--- src/design/pedalboard_pkg.sv ---
//******************************
// shared pedalboard definitions
// widths, buffer sizes, knob and bank structs
// sample saturation helper
//******************************

package pedalboard_pkg;

  //******************************
  // sizes
  localparam int DATA_WIDTH      = 16;                 // audio sample width
  localparam int WIDE_WIDTH      = 32;                 // room for sums before clamping
  localparam int ECHO_AWIDTH     = 10;
  localparam int ECHO_DEPTH      = 1 << ECHO_AWIDTH;   // 1024 samples on chip
  localparam int ECHO_TIME_WIDTH = ECHO_AWIDTH + 1;    // echo time reaches full depth
  localparam int TIME_HOLD_TICKS = 64;                 // samples between time reloads
  localparam int TIME_HOLD_WIDTH = $clog2(TIME_HOLD_TICKS);
  localparam int LFO_WIDTH       = 16;                 // tremolo phase accumulator

  // signed two's complement sample
  typedef logic signed [DATA_WIDTH-1:0] sample_t;

  // all knob levels in one word, msb field first
  typedef struct packed {
    logic [7:0] del_time;    // echo time, coarse steps of 4 samples
    logic [7:0] del_level;   // echo return level
    logic [7:0] trem_speed;  // lfo step
    logic [7:0] trem_depth;  // modulation depth
  } knob_levels_t;

  typedef struct packed {
    logic left;   // tremolo bank
    logic right;  // echo bank
  } bank_en_t;

  localparam logic signed [WIDE_WIDTH-1:0] SAMPLE_MAX = 2 ** (DATA_WIDTH - 1) - 1;
  localparam logic signed [WIDE_WIDTH-1:0] SAMPLE_MIN = -(2 ** (DATA_WIDTH - 1));

  // clamp a wide signed value into sample range
  function automatic sample_t sat_sample(input logic signed [WIDE_WIDTH-1:0] sum);
    if (sum > SAMPLE_MAX)
      return sample_t'(SAMPLE_MAX);
    else if (sum < SAMPLE_MIN)
      return sample_t'(SAMPLE_MIN);
    else
      return sum[DATA_WIDTH-1:0];
  endfunction

endpackage

--- src/design/footswitch_ctrl.sv ---
//******************************
// footswitch handling
// edge detect and toggle of both banks
// led drive
//******************************

`timescale 1ns/1ns

module footswitch_ctrl (
  input  logic                     clk_i,
  input  logic                     srst_i,
  input  logic [1:0]               buttons_i,  // [0] left, [1] right
  output pedalboard_pkg::bank_en_t bank_en_o,
  output logic [3:0]               leds_o
);

  import pedalboard_pkg::*;

  logic [1:0] btn_q;       // sampled buttons
  logic [1:0] btn_prev_q;  // previous sample for edge detect
  logic [1:0] btn_rise;
  bank_en_t   bank_en_q;

  assign btn_rise = btn_q & ~btn_prev_q;  // held button gives one pulse only

  //******************************
  // bank toggles
  always_ff @(posedge clk_i)
  begin
    if (srst_i)
    begin
      btn_q      <= '0;
      btn_prev_q <= '0;
      bank_en_q  <= '0;
    end
    else
    begin
      btn_q      <= buttons_i;
      btn_prev_q <= btn_q;
      if (btn_rise[0])
        bank_en_q.left <= !bank_en_q.left;    // tremolo
      if (btn_rise[1])
        bank_en_q.right <= !bank_en_q.right;  // echo
    end
  end

  // two leds per bank, left pair low
  always_ff @(posedge clk_i)
  begin
    if (srst_i)
      leds_o <= '0;
    else
      leds_o <= {bank_en_q.right, bank_en_q.right, bank_en_q.left, bank_en_q.left};
  end

  assign bank_en_o = bank_en_q;

endmodule

--- config.mk ---
export PLATFORM = sky130hd
export DESIGN_NAME = footswitch_ctrl
export DESIGN_NICKNAME = d
export VERILOG_FILES = /design/src/design/pedalboard_pkg.sv /design/src/design/footswitch_ctrl.sv
export SDC_FILE = /design/constraint.sdc
export NUM_CORES = 1
export LEC_CHECK = 0
export BUFFER_PORTS_ARGS = -buffer_cell sky130_fd_sc_hd__buf_2
export CORE_AREA = 10 10 47 49
export CTS_BUF_LIST = sky130_fd_sc_hd__clkbuf_4 sky130_fd_sc_hd__clkbuf_8 sky130_fd_sc_hd__clkbuf_16
export CTS_CLUSTER_DIAMETER = 30
export DETAILED_ROUTE_END_ITERATION = 16
export DIE_AREA = 0 0 57 59
export PLACE_DENSITY = 0.5
export SLEW_MARGIN = 25
export SYNTH_ARGS = -nofsm -noshare
export SYNTH_HDL_FRONTEND = slang
export SYNTH_SLANG_ARGS = --single-unit
--- constraint.sdc ---
create_clock -name clk_i -period 1.05 [get_ports clk_i]
set_clock_uncertainty 0.15 [all_clocks]
set_input_delay 0.1575 -clock clk_i [delete_from_list [all_inputs] [get_ports clk_i]]
set_output_delay 0.1575 -clock clk_i [all_outputs]
set_load 0.01 [all_outputs]
### After elaboration in Yosys (flattened, before gate mapping)

Cells that the tools add are included.

* register bits: 9
* bits of input ports: 4
* output and inout port bits: 6

* bitwise operators: 2
* reductions and logical operators: 2

Operators with widths (count)
* bitwise AND 2 bit: 1
* logical NOT 1 bit: 2
* NOT 2 bit: 1

### Longest topological paths before layout

* depth after elaboration: 2
* mapped depth: 2

### Worst setup path after synthesis

OpenSTA, ideal clock, no wires.

* kind: register -> register
* start point: register btn_q[0]
* end point: register bank_en_q (netlist bit bank_en_o[1])
* arrival: 0.739 ns
* data required time: 0.779 ns
* slack: 0.040 ns
* stages on the path, launching flop included: 3
* buffers on the path: 0
* period minus slack after synthesis: 1.010 ns
* cells stage by stage: dfxtp_1 > nor2b_1 > mux2_2

* word-level cells in the longest chain between the ends: 1

RTL lines
* start: declaration: line footswitch_ctrl.sv:19 `logic [1:0] btn_q;`
* start signal: assignment: line footswitch_ctrl.sv:38 `btn_q <= buttons_i;`
* bitwise AND 2 bit: line footswitch_ctrl.sv:24 `assign btn_rise = btn_q & ~btn_prev_q;`
* end: declaration: line footswitch_ctrl.sv:22 `bank_en_t bank_en_q;`

No other way between the ends.
A chain may end at the register's enable or synchronous reset.

### Final worst setup path

* start point: register btn_q[1]
* end point: register bank_en_q (netlist bit bank_en_o[0])

The elaborated chain is that of the path after synthesis.

==> results.toml <==
[die]
fp.dieH_um = 59
fp.dieW_um = 57
fp-row-count = 14
core_area_um2 = 1400
start_util = 0.184
io_pins = 10
die-area_um2 = 3360

[min_path]
min_to = "btn_q[0]"
holdPathStages = 2
worstHoldPathType = "input pin to flip-flop"
worstHoldStart = "srst_i"

[critical_path]
worstSetupPathType = "flip-flop to flip-flop"
worstPathCellList = "nor2b_4 -> mux2_4"
endpoint_kind = "flip-flop"
r2r-end = "bank_en_o[0]"
reg2reg_from = "btn_q[1]"
cp-startpoint = "btn_q[1]"
r2r_slack_ns = 0.04
cp_slowest_stage_delay_ns = 0.32
cp_max_fo = 2
r2r_cells = 2
arrival_ns = 1.00
crit_family = "flip-flops"
cpMaxStageDelayCell = "dfxtp_2"
cp_num_buf_inv = 0
critPathLaunchType = "flip-flop"
required_ns = 1.04

[routing]
dr.pass1.iters = 2
wl_per_cell_um = 10.7
routed_wl_um = 533
drtIter0Drc = 2
num_vias = 187
via_per_inst = 3.74
drc = 0
drtAntennaViolNets = 0

[place]
dp_cells = 45
dp_hpwl_um = 341
place_congestion = 0.554
io_buffers = 9

[timing]
final-hold-violation-count = 0
period_minus_slack_ns = 1.01
max-slew-margin-rel = 0.908
worst_pin_slew_ns = 0.138
fmax_ghz = 0.991
fin_crit_sh = 0.961
maxSlewViolCount = 0
setup_viol = 0

[power_and_ir_drop]
power.leakage_nw = 0.186
ir_drop_mv = 0.629
p_per_area_nw_per_um2 = 1640

[logic_synthesis]
synth_area_um2 = 258
syn_avg_cell_area_um2 = 11.7
yosys_warnings = 0
yosysTopAreaCellShare = 0.621
synth_area_leaders = "dfxtp_1 62%, nor2b_1 15%, mux2_2 8.7%"
ys_ff_latch = 8
synth_area_leader_cell = "dfxtp_1"
netlist_instances = 22
syn-num-nets = 26
ys_types = 6
ys_seq_area_frac = 0.621

[cts]
clockBufferDepth = 2
clock-sinks = 8
cts_tree = "done"
cts_max_level = 1
clk_transition_reported_paths_ns = 0.05
post_cts_buffers = 0
cts_made_buffers = 3
clock_latency_ns = 0.25
clockRootBuffer = "clkbuf_4"

[grt]
antenna_found_initial = 0
grt_use_total = 0.0342
grt_pass1_wl_um = 807
grt_max_degree = 9
grt_pass1_vias = 189
grt-ovfl-total = 0

[finish]
layout.area.seq_um2 = 166
finalNonFillerCells = 50
synthToLayoutAreaGrowth_pct = 51.9
final_cell_mix = "7 x buf_2, 5 x dfxtp_2, 4 x nor2b_1, 3 x dfxtp_1, 3 x clkbuf_4"
layout_commonest_cell = "buf_2"
fillerInstances = 160
nets = 40
diodes = 0
final_core_util = 0.279
multiInputGateArea_um2 = 105
drive_gt1_frac = 0.618

[status]
status = "finished, final reports clean"

[flow_run]
cap_violations = 0
## area by class of cell
| type | instances | share of cell area |
|---|---|---|
| tap | 16 | 0.0511 |
| timing repair buffer | 11 | 0.198 |
| sequential | 8 | 0.425 |
| clock buffer | 3 | 0.0575 |
| multi-input combinational | 12 | 0.268 |
## what timing repair did
action	in CTS	in global routing
endpoints found under the hold margin	2	0
pin swaps	0	0
hold buffers	2	0
resized for setup	4	8
setup endpoints to repair	4	6
## how the worst max path moves through the flow
stage / to / depth (start not counted) / slack (ns)
after global placement: bank_en_o[1] / 2 / 0.007
after floorplan: bank_en_o[1] / 2 / 0.04
after CTS: bank_en_o[1] / 2 / 0.002
final: bank_en_o[0] / 2 / 0.04
after detailed placement: bank_en_o[0] / 2 / 0.006
after global routing: bank_en_o[1] / 2 / -0.006
## synth_stat cells (all sizes together)
master and instances:
dfxtp 8, nor2b 6, and2b 2, buf 2
mux2 2, nor2 2
## power breakdown
group | internal [mW] | switching, mW | leakage, nW
combinational | 0.0470 | 0.0259 | 0.105
sequential | 0.324 | 0.0110 | 0.0676
clock | 0.131 | 0.104 | 0.0138
total | 0.502 | 0.141 | 0.186
## cell families after synthesis
logic type | Yosys count | synth area share
buffers and inverters | 2 | 0.0582
flip-flops | 8 | 0.621
multiplexers | 2 | 0.0874
AND/OR/NAND/NOR | 10 | 0.233
## sequential cells by signal, summed over array words and instances (netlist names)
signal	flops
btn_q	2
leds_o	2
btn_prev_q	2
bank_en_o	2
## metal layers
layer / vias up / wire, um / share of wire / global-route usage
met2: 14 / 179 / 0.34 / 0.0357
li1: 91 / - / - / -
met5: - / 0 / 0 / 0
met1: 80 / 236 / 0.44 / 0.0321
met4: 0 / 6 / 0.011 / 0.0201
met3: 2 / 110 / 0.21 / 0.0494
## stage by stage
stage | total power, mW | TNS [ns] | instance area, um2 | worst slack (ns) | hold slack (ns)
floorplan | 0.366 | 0 | 258 | 0.0400 | 0.0791
global placement | 0.387 | 0 | 308 | 0.00744 | 0.218
detailed placement | 0.387 | 0 | 308 | 0.00608 | 0.215
CTS | 0.636 | 0 | 362 | 0.00202 | 0.000518
global route | 0.676 | -0.00579 | 392 | -0.00579 | 0.0238
finish | 0.642 | 0 | 392 | 0.0409 | 0.00150
No activity file was read; power rests on OpenSTA's default activity.
