[config.mk]
export PLATFORM = sky130hd
export DESIGN_NAME = tremolo
export DESIGN_NICKNAME = d
export VERILOG_FILES = /design/src/design/pedalboard_pkg.sv /design/src/design/tremolo.sv
export SDC_FILE = /design/constraint.sdc
export NUM_CORES = 1
export LEC_CHECK = 0
export BUFFER_PORTS_ARGS = -buffer_cell sky130_fd_sc_hd__buf_2
export CORE_AREA = 2 2 160 162
export DETAILED_ROUTE_END_ITERATION = 7
export DIE_AREA = 0 0 162 164
export PLACE_DENSITY = 0.51
export SYNTH_ARGS = -nofsm -noshare
export SYNTH_HDL_FRONTEND = slang
export SYNTH_SLANG_ARGS = --single-unit
[constraint.sdc]
create_clock -name clk_i -period 4.9 [get_ports clk_i]
set_clock_uncertainty 0.1 [all_clocks]
set_input_delay 0.98 -clock clk_i [delete_from_list [all_inputs] [get_ports clk_i]]
set_output_delay 0.98 -clock clk_i [all_outputs]
set_load 0.05 [all_outputs]
[src/design/pedalboard_pkg.sv]
//******************************
// shared pedalboard definitions
// widths, buffer sizes, knob and bank structs
// sample saturation helper
//******************************

package pedalboard_pkg;

  //******************************
  // sizes
  localparam int DATA_WIDTH      = 16;                 // audio sample width
  localparam int WIDE_WIDTH      = 32;                 // room for sums before clamping
  localparam int ECHO_AWIDTH     = 10;
  localparam int ECHO_DEPTH      = 1 << ECHO_AWIDTH;   // 1024 samples on chip
  localparam int ECHO_TIME_WIDTH = ECHO_AWIDTH + 1;    // echo time reaches full depth
  localparam int TIME_HOLD_TICKS = 64;                 // samples between time reloads
  localparam int TIME_HOLD_WIDTH = $clog2(TIME_HOLD_TICKS);
  localparam int LFO_WIDTH       = 16;                 // tremolo phase accumulator

  // signed two's complement sample
  typedef logic signed [DATA_WIDTH-1:0] sample_t;

  // all knob levels in one word, msb field first
  typedef struct packed {
    logic [7:0] del_time;    // echo time, coarse steps of 4 samples
    logic [7:0] del_level;   // echo return level
    logic [7:0] trem_speed;  // lfo step
    logic [7:0] trem_depth;  // modulation depth
  } knob_levels_t;

  typedef struct packed {
    logic left;   // tremolo bank
    logic right;  // echo bank
  } bank_en_t;

  localparam logic signed [WIDE_WIDTH-1:0] SAMPLE_MAX = 2 ** (DATA_WIDTH - 1) - 1;
  localparam logic signed [WIDE_WIDTH-1:0] SAMPLE_MIN = -(2 ** (DATA_WIDTH - 1));

  // clamp a wide signed value into sample range
  function automatic sample_t sat_sample(input logic signed [WIDE_WIDTH-1:0] sum);
    if (sum > SAMPLE_MAX)
      return sample_t'(SAMPLE_MAX);
    else if (sum < SAMPLE_MIN)
      return sample_t'(SAMPLE_MIN);
    else
      return sum[DATA_WIDTH-1:0];
  endfunction

endpackage

[src/design/tremolo.sv]
//******************************
// tremolo
// triangle lfo scales sample amplitude
//******************************

`timescale 1ns/1ns

module tremolo (
  input  logic                    clk_i,
  input  logic                    srst_i,
  input  logic                    sample_tick_i,
  input  logic                    enable_i,
  input  logic [7:0]              trem_speed_i,
  input  logic [7:0]              trem_depth_i,
  input  pedalboard_pkg::sample_t data_i,
  output pedalboard_pkg::sample_t data_o
);

  import pedalboard_pkg::*;

  logic [LFO_WIDTH-1:0]         phase_q;
  logic [7:0]                   tri_val;     // triangle 0..255
  logic [15:0]                  depth_prod;
  logic [7:0]                   gain;
  logic [7:0]                   gain_q;
  logic                         pend_q;      // output update after tick
  logic                         en_q;
  sample_t                      din_q;
  logic signed [DATA_WIDTH+8:0] amp_prod;
  logic signed [DATA_WIDTH:0]   amp_scaled;

  //******************************
  // lfo
  // second half of the phase counts back down
  assign tri_val = phase_q[LFO_WIDTH-1] ? ~phase_q[LFO_WIDTH-2 -: 8]
                                        : phase_q[LFO_WIDTH-2 -: 8];

  assign depth_prod = trem_depth_i * tri_val;
  assign gain       = 8'd255 - depth_prod[15:8];  // full gain at tri 0

  always_ff @(posedge clk_i)
  begin
    if (srst_i)
      phase_q <= '0;
    else if (!enable_i)
      phase_q <= '0;                                       // restart at enable
    else if (sample_tick_i)
      phase_q <= phase_q + LFO_WIDTH'(trem_speed_i) + 1'b1;
  end

  //******************************
  // sample path
  always_ff @(posedge clk_i)
  begin
    if (srst_i)
    begin
      pend_q <= 1'b0;
      en_q   <= 1'b0;
    end
    else
    begin
      pend_q <= sample_tick_i;
      if (sample_tick_i)
        en_q <= enable_i;
    end
  end

  // gain from the phase before this tick's step
  always_ff @(posedge clk_i)
  begin
    if (sample_tick_i)
    begin
      din_q  <= data_i;
      gain_q <= gain;
    end
  end

  assign amp_prod   = din_q * $signed({1'b0, gain_q});
  assign amp_scaled = amp_prod[DATA_WIDTH+8:8];  // >>> 8

  always_ff @(posedge clk_i)
  begin
    if (srst_i)
      data_o <= '0;
    else if (pend_q)
      data_o <= en_q ? sat_sample(amp_scaled) : din_q;  // bypass when off
  end

  //******************************
  // checks
  a_tick_spacing : assert property (@(posedge clk_i) disable iff (srst_i)
    sample_tick_i |=> !sample_tick_i [*3]);

endmodule

# Word-level counts from Yosys, hierarchy flattened
# Index checks and enable logic that the tools add are counted.
# word_totals
input_bits,36
register_bits,58
# classes
mul,2
add_sub_neg,3
mux,4
n_lt_le_gt_ge,2
reduce_logical,1
bitwise,2
# ops
op,n
$mux 16,3
$mul 16x9->25,1
$gt 17x16->1 const B,1
$lt 17x16->1 const B,1
$add 16x1->16 const B,1
$add 16x8->16,1
$mul 8x8->16,1
$mux 8,1
$not 8->8,1
$sub 8x8->8 const A,1
$reduce_or 2->1,1
$not 1->1,1

# Depth between registers and ports, before layout
# logic_depth
word_depth,5
mapped_depth,22
depth_no_buf,20

# Least setup slack after synthesis
# No wires, ideal clock.
# synth_timing
path_kind,register -> register
start,register gain_q[2]
end,register data_o[10]
path_slack_ns,-0.413
required_time_ns,4.659
t_arrival_ns,5.072
setup_ns,0.141
path_buffers,1
synth_period_minus_slack_ns,5.313
stages_incl_launch_ff,20
path_cell_list,edfxtp_1 clkbuf_1 nand2_1 fa_1 inv_1 fa_1 fa_1 inv_1 fa_1 inv_1 ha_1 a21o_1 a21o_1 a41o_1 a211oi_1 o31ai_2 xnor2_2 nor2_2 nor2_1 a211oi_1
# synth_via
elab_chain_len,5
# synth_rtl
element,line_no,rtl
"start, declared",tremolo.sv:25,logic [7:0] gain_q;
"start signal, assigned",tremolo.sv:74,gain_q <= gain;
$mul 16x9->25 *,tremolo.sv:78,"assign amp_prod = din_q * $signed({1'b0, gain_q});"
$lt 17x16->1,pedalboard_pkg.sv:43,else if (sum < SAMPLE_MIN)
$mux 16,pedalboard_pkg.sv:43,
$mux 16 *,pedalboard_pkg.sv:41,if (sum > SAMPLE_MAX)
$mux 16 *,tremolo.sv:86,data_o <= en_q ? sat_sample(amp_scaled) : din_q;
"end signal, assigned",tremolo.sv:86,
"end, declared",tremolo.sv:16,output pedalboard_pkg::sample_t data_o
# Mark *: on every way between the ends. The rest lies on a longest branch, timed or not.
# A chain may end at the register's enable or synchronous reset.

# Worst setup path after layout
# layout_timing
start,register gain_q[2]
end,register data_o[6]
# Same word-level chain as after synthesis.

==> out/results.tsv <==
metric	value	unit
period utilization	107	%
Final min period	5260	ps
Yosys warnings	0	
Pins Over Slew Limit	0	
Final Non-Filler Cells	1496	
MaxCap Viol Count	0	
Worst setup SP type	flop	
critical path arrival	5410	ps
Inst Count DP	1456	
most frequent CP cell	fa_1	
Die Footprint	26600	µm²
CTS root buf	clkbuf_16	
Netlist cell types	57	
largest net degree at the start of global routing	39	
TritonCTS Buffers	9	
CP bufs+invs	5	
Slowest-stage cell, CP	fa_1	
gr usage total	16.9	%
syn nets	1228	
data required time at the worst endpoint	5050	ps
Main synth FF type	dfxtp_1	
vias per cell	4.60	
Post-Syn Area per Cell	9.12	µm²
# IOs	52	
delay-heaviest family, CP	adder cells	
port bufs	51	
Routability Congestion	0.816	
Max H-tree Level	3	
relative slew slack	52.7	%
RSZ-0062 raised after global routing	true	
CTS tree	done	
initial antenna violation count	1	
mapped cell area	8830	µm²
crit-path max FO	6	
post-synthesis sequential area ratio	15.9	%
Clock Sink Count	58	
number of global-route vias before repair	7148	
Post-synth EDFFs	24	
starting DRC count in detailed routing	232	
CP endpoint kind	flop	
sequential standard cell area	1400	µm²
fillers	2462	
share of layout cells above drive strength 1	25.3	%
# rows	58	
placed wire-length estimate	18.0	mm
first-pass GRT wire length	35.6	mm
Setup TNS Final	-5080	ps
CTS clk-pin slew, worst paths	60	ps
Total Wirelength	21.7	mm
failing checks	setup timing	
starting density of the core	35.6	%
die width	162	µm
final hold vios	0	
Vias	6887	
Slew @ Worst Pin	709	ps
final routed DRC violation total	0	
Core ar.	24800	µm²
FFs w/ async S/R, synth	0	%
crit path kind	reg2reg	
clk buf depth	2	
Layout area overhead	29.6	%
post-detailed-route wirelength per cell	14.5	µm
post-synthesis cell count	968	
Die Ht	164	µm
Pre-antenna DRT Iters	4	
setup ws final	-362	ps
WHS	382	ps
Congestion Overflow GR	0	
Worst-Skew Late Latency	330	ps
ANT cells	0	
status	finished, violations left	
Nets	1421	
Yosys reg bits	58	
fmax	190	MHz
post-route antenna net violation count	0	
final count of negative-setup-slack endpoints	16	
Hold WC Path Type	reg2reg	
slowest stage delay, CP	540	ps
area of the multi-input gates	6980	µm²
critical path, cell by cell	buf_6 -> nand2_1 -> fa_1 -> inv_1 -> fa_1 -> fa_1 -> inv_1 -> fa_1 -> inv_2 -> ha_4 -> a21o_1 -> a21o_1 -> a41o_1 -> a211oi_4 -> o31ai_4 -> xnor2_4 -> buf_6 -> o22ai_2 -> nand3_1 -> a311oi_1	
[worst register-to-register path, stage by stage (launching register included)]
cell,delay [ps]
edfxtp_1,470
buf_6,180
nand2_1,80
fa_1,540
inv_1,50
fa_1,470
fa_1,500
inv_1,50
fa_1,490
inv_2,50
ha_4,230
a21o_1,180
a21o_1,180
a41o_1,270
a211oi_4,350
o31ai_4,140
xnor2_4,210
buf_6,150
o22ai_2,150
nand3_1,100
a311oi_1,270
[routing by layer]
metal / wire length [µm] / up-vias / track usage (%)
li1: - / 3395 / -
met1: 10100 / 3360 / 22.8
met2: 10400 / 108 / 28.5
met3: 969 / 22 / 2.70
met4: 267 / 2 / 4.18
met5: 13 / - / 0
[flip-flops by register name, summed over array words and instances, names as in the netlist]
name     flops
gain_q       8
phase_q     16
en_q         1
data_o      16
din_q       16
pend_q       1
[synthesized netlist by cell type (9+ instances only)]
library cell	number	area share, %
inv_1	205	8.7
fa_1	137	31
nand2_1	110	4.7
and2_1	101	7.2
ha_1	87	12
nor2_1	42	1.8
dfxtp_1	34	7.7
xnor2_1	27	2.7
edfxtp_1	24	8.2
clkbuf_1	21	0.89
xor2_1	21	2.1
a21oi_1	20	1.1
a211oi_1	19	1.6
o21ai_0	16	0.91
a21o_1	10	0.85
nand2b_1	10	0.71
o22ai_1	9	0.64
[through the flow]
step / util (%) / instance area, µm² / setup WS (ps)
after floorplan: - / 9010 / -33.2
after global placement: 42.8 / 10600 / -449
after detailed placement: 42.8 / 10600 / -481
after CTS: 44.6 / 11100 / -313
after global routing: 46.1 / 11400 / -568
final: 46.1 / 11400 / -362
[worst paths after layout]
kind	endpoint	start	slack [ps]	cells after the start
max	data_o[6]$_SDFFE_PP0P_	gain_q[2]$_DFFE_PP_	-360	20
min	phase_q[0]$_SDFFE_PP0P_	phase_q[0]$_SDFFE_PP0P_	380	2
max reg2reg	data_o[6]$_SDFFE_PP0P_	gain_q[2]$_DFFE_PP_	-360	20
min reg2reg	phase_q[0]$_SDFFE_PP0P_	phase_q[0]$_SDFFE_PP0P_	380	2
[logic make-up (layout without fill, tap and decap cells)]
group                      count (synthesis)  in the layout  synth area share (%)
AOI/OAI and AO/OA                        106            106                  8.69
xor gates and xnor gates                  49             49                  4.95
adders and majority gates                225            225                  43.5
buffers and inverters                    232            430                  9.97
DFF                                       58             58                  15.9
muxes                                      5              5                 0.567
and+or+nand+nor                          293            293                  16.4
[cell type report]
type / instances / area share [%]
clock buffer: 9 / 1.97
clock inverter: 7 / 0.525
inverter: 206 / 6.76
multi-input combinational: 678 / 61.0
sequential: 58 / 12.3
tap: 330 / 3.61
timing repair buffer: 208 / 13.9
[timing repair]
item,in CTS,in global routing
pin swaps,20,18
hold endpoints to repair,0,0
cloned,0,1
hold buffers,0,0
setup endpoints to repair,16,20
setup buffers,14,10
gates resized for setup,18,57
[cells in the final DEF (no fill, tap or decap), types with 9 or more instances in the layout]
cell | netlist | final
a21oi_1 | 20 | 16
buf_6 | 1 | 12
xnor2_1 | 27 | 26
nand2_1 | 110 | 103
a211oi_1 | 19 | 16
ha_4 | 0 | 13
inv_1 | 205 | 199
nor2_1 | 42 | 39
xor2_1 | 21 | 18
buf_2 | 1 | 49
fa_1 | 137 | 134
clkbuf_16 | 0 | 9
o21ai_0 | 16 | 14
and2_1 | 101 | 94
ha_1 | 87 | 71
dfxtp_1 | 34 | 33
edfxtp_1 | 24 | 24
buf_4 | 0 | 138
a21o_1 | 10 | 10
nand2b_1 | 10 | 10
Power is not shown: default switching activity piles up to over one toggle a cycle in this logic, so the estimate is an artifact.
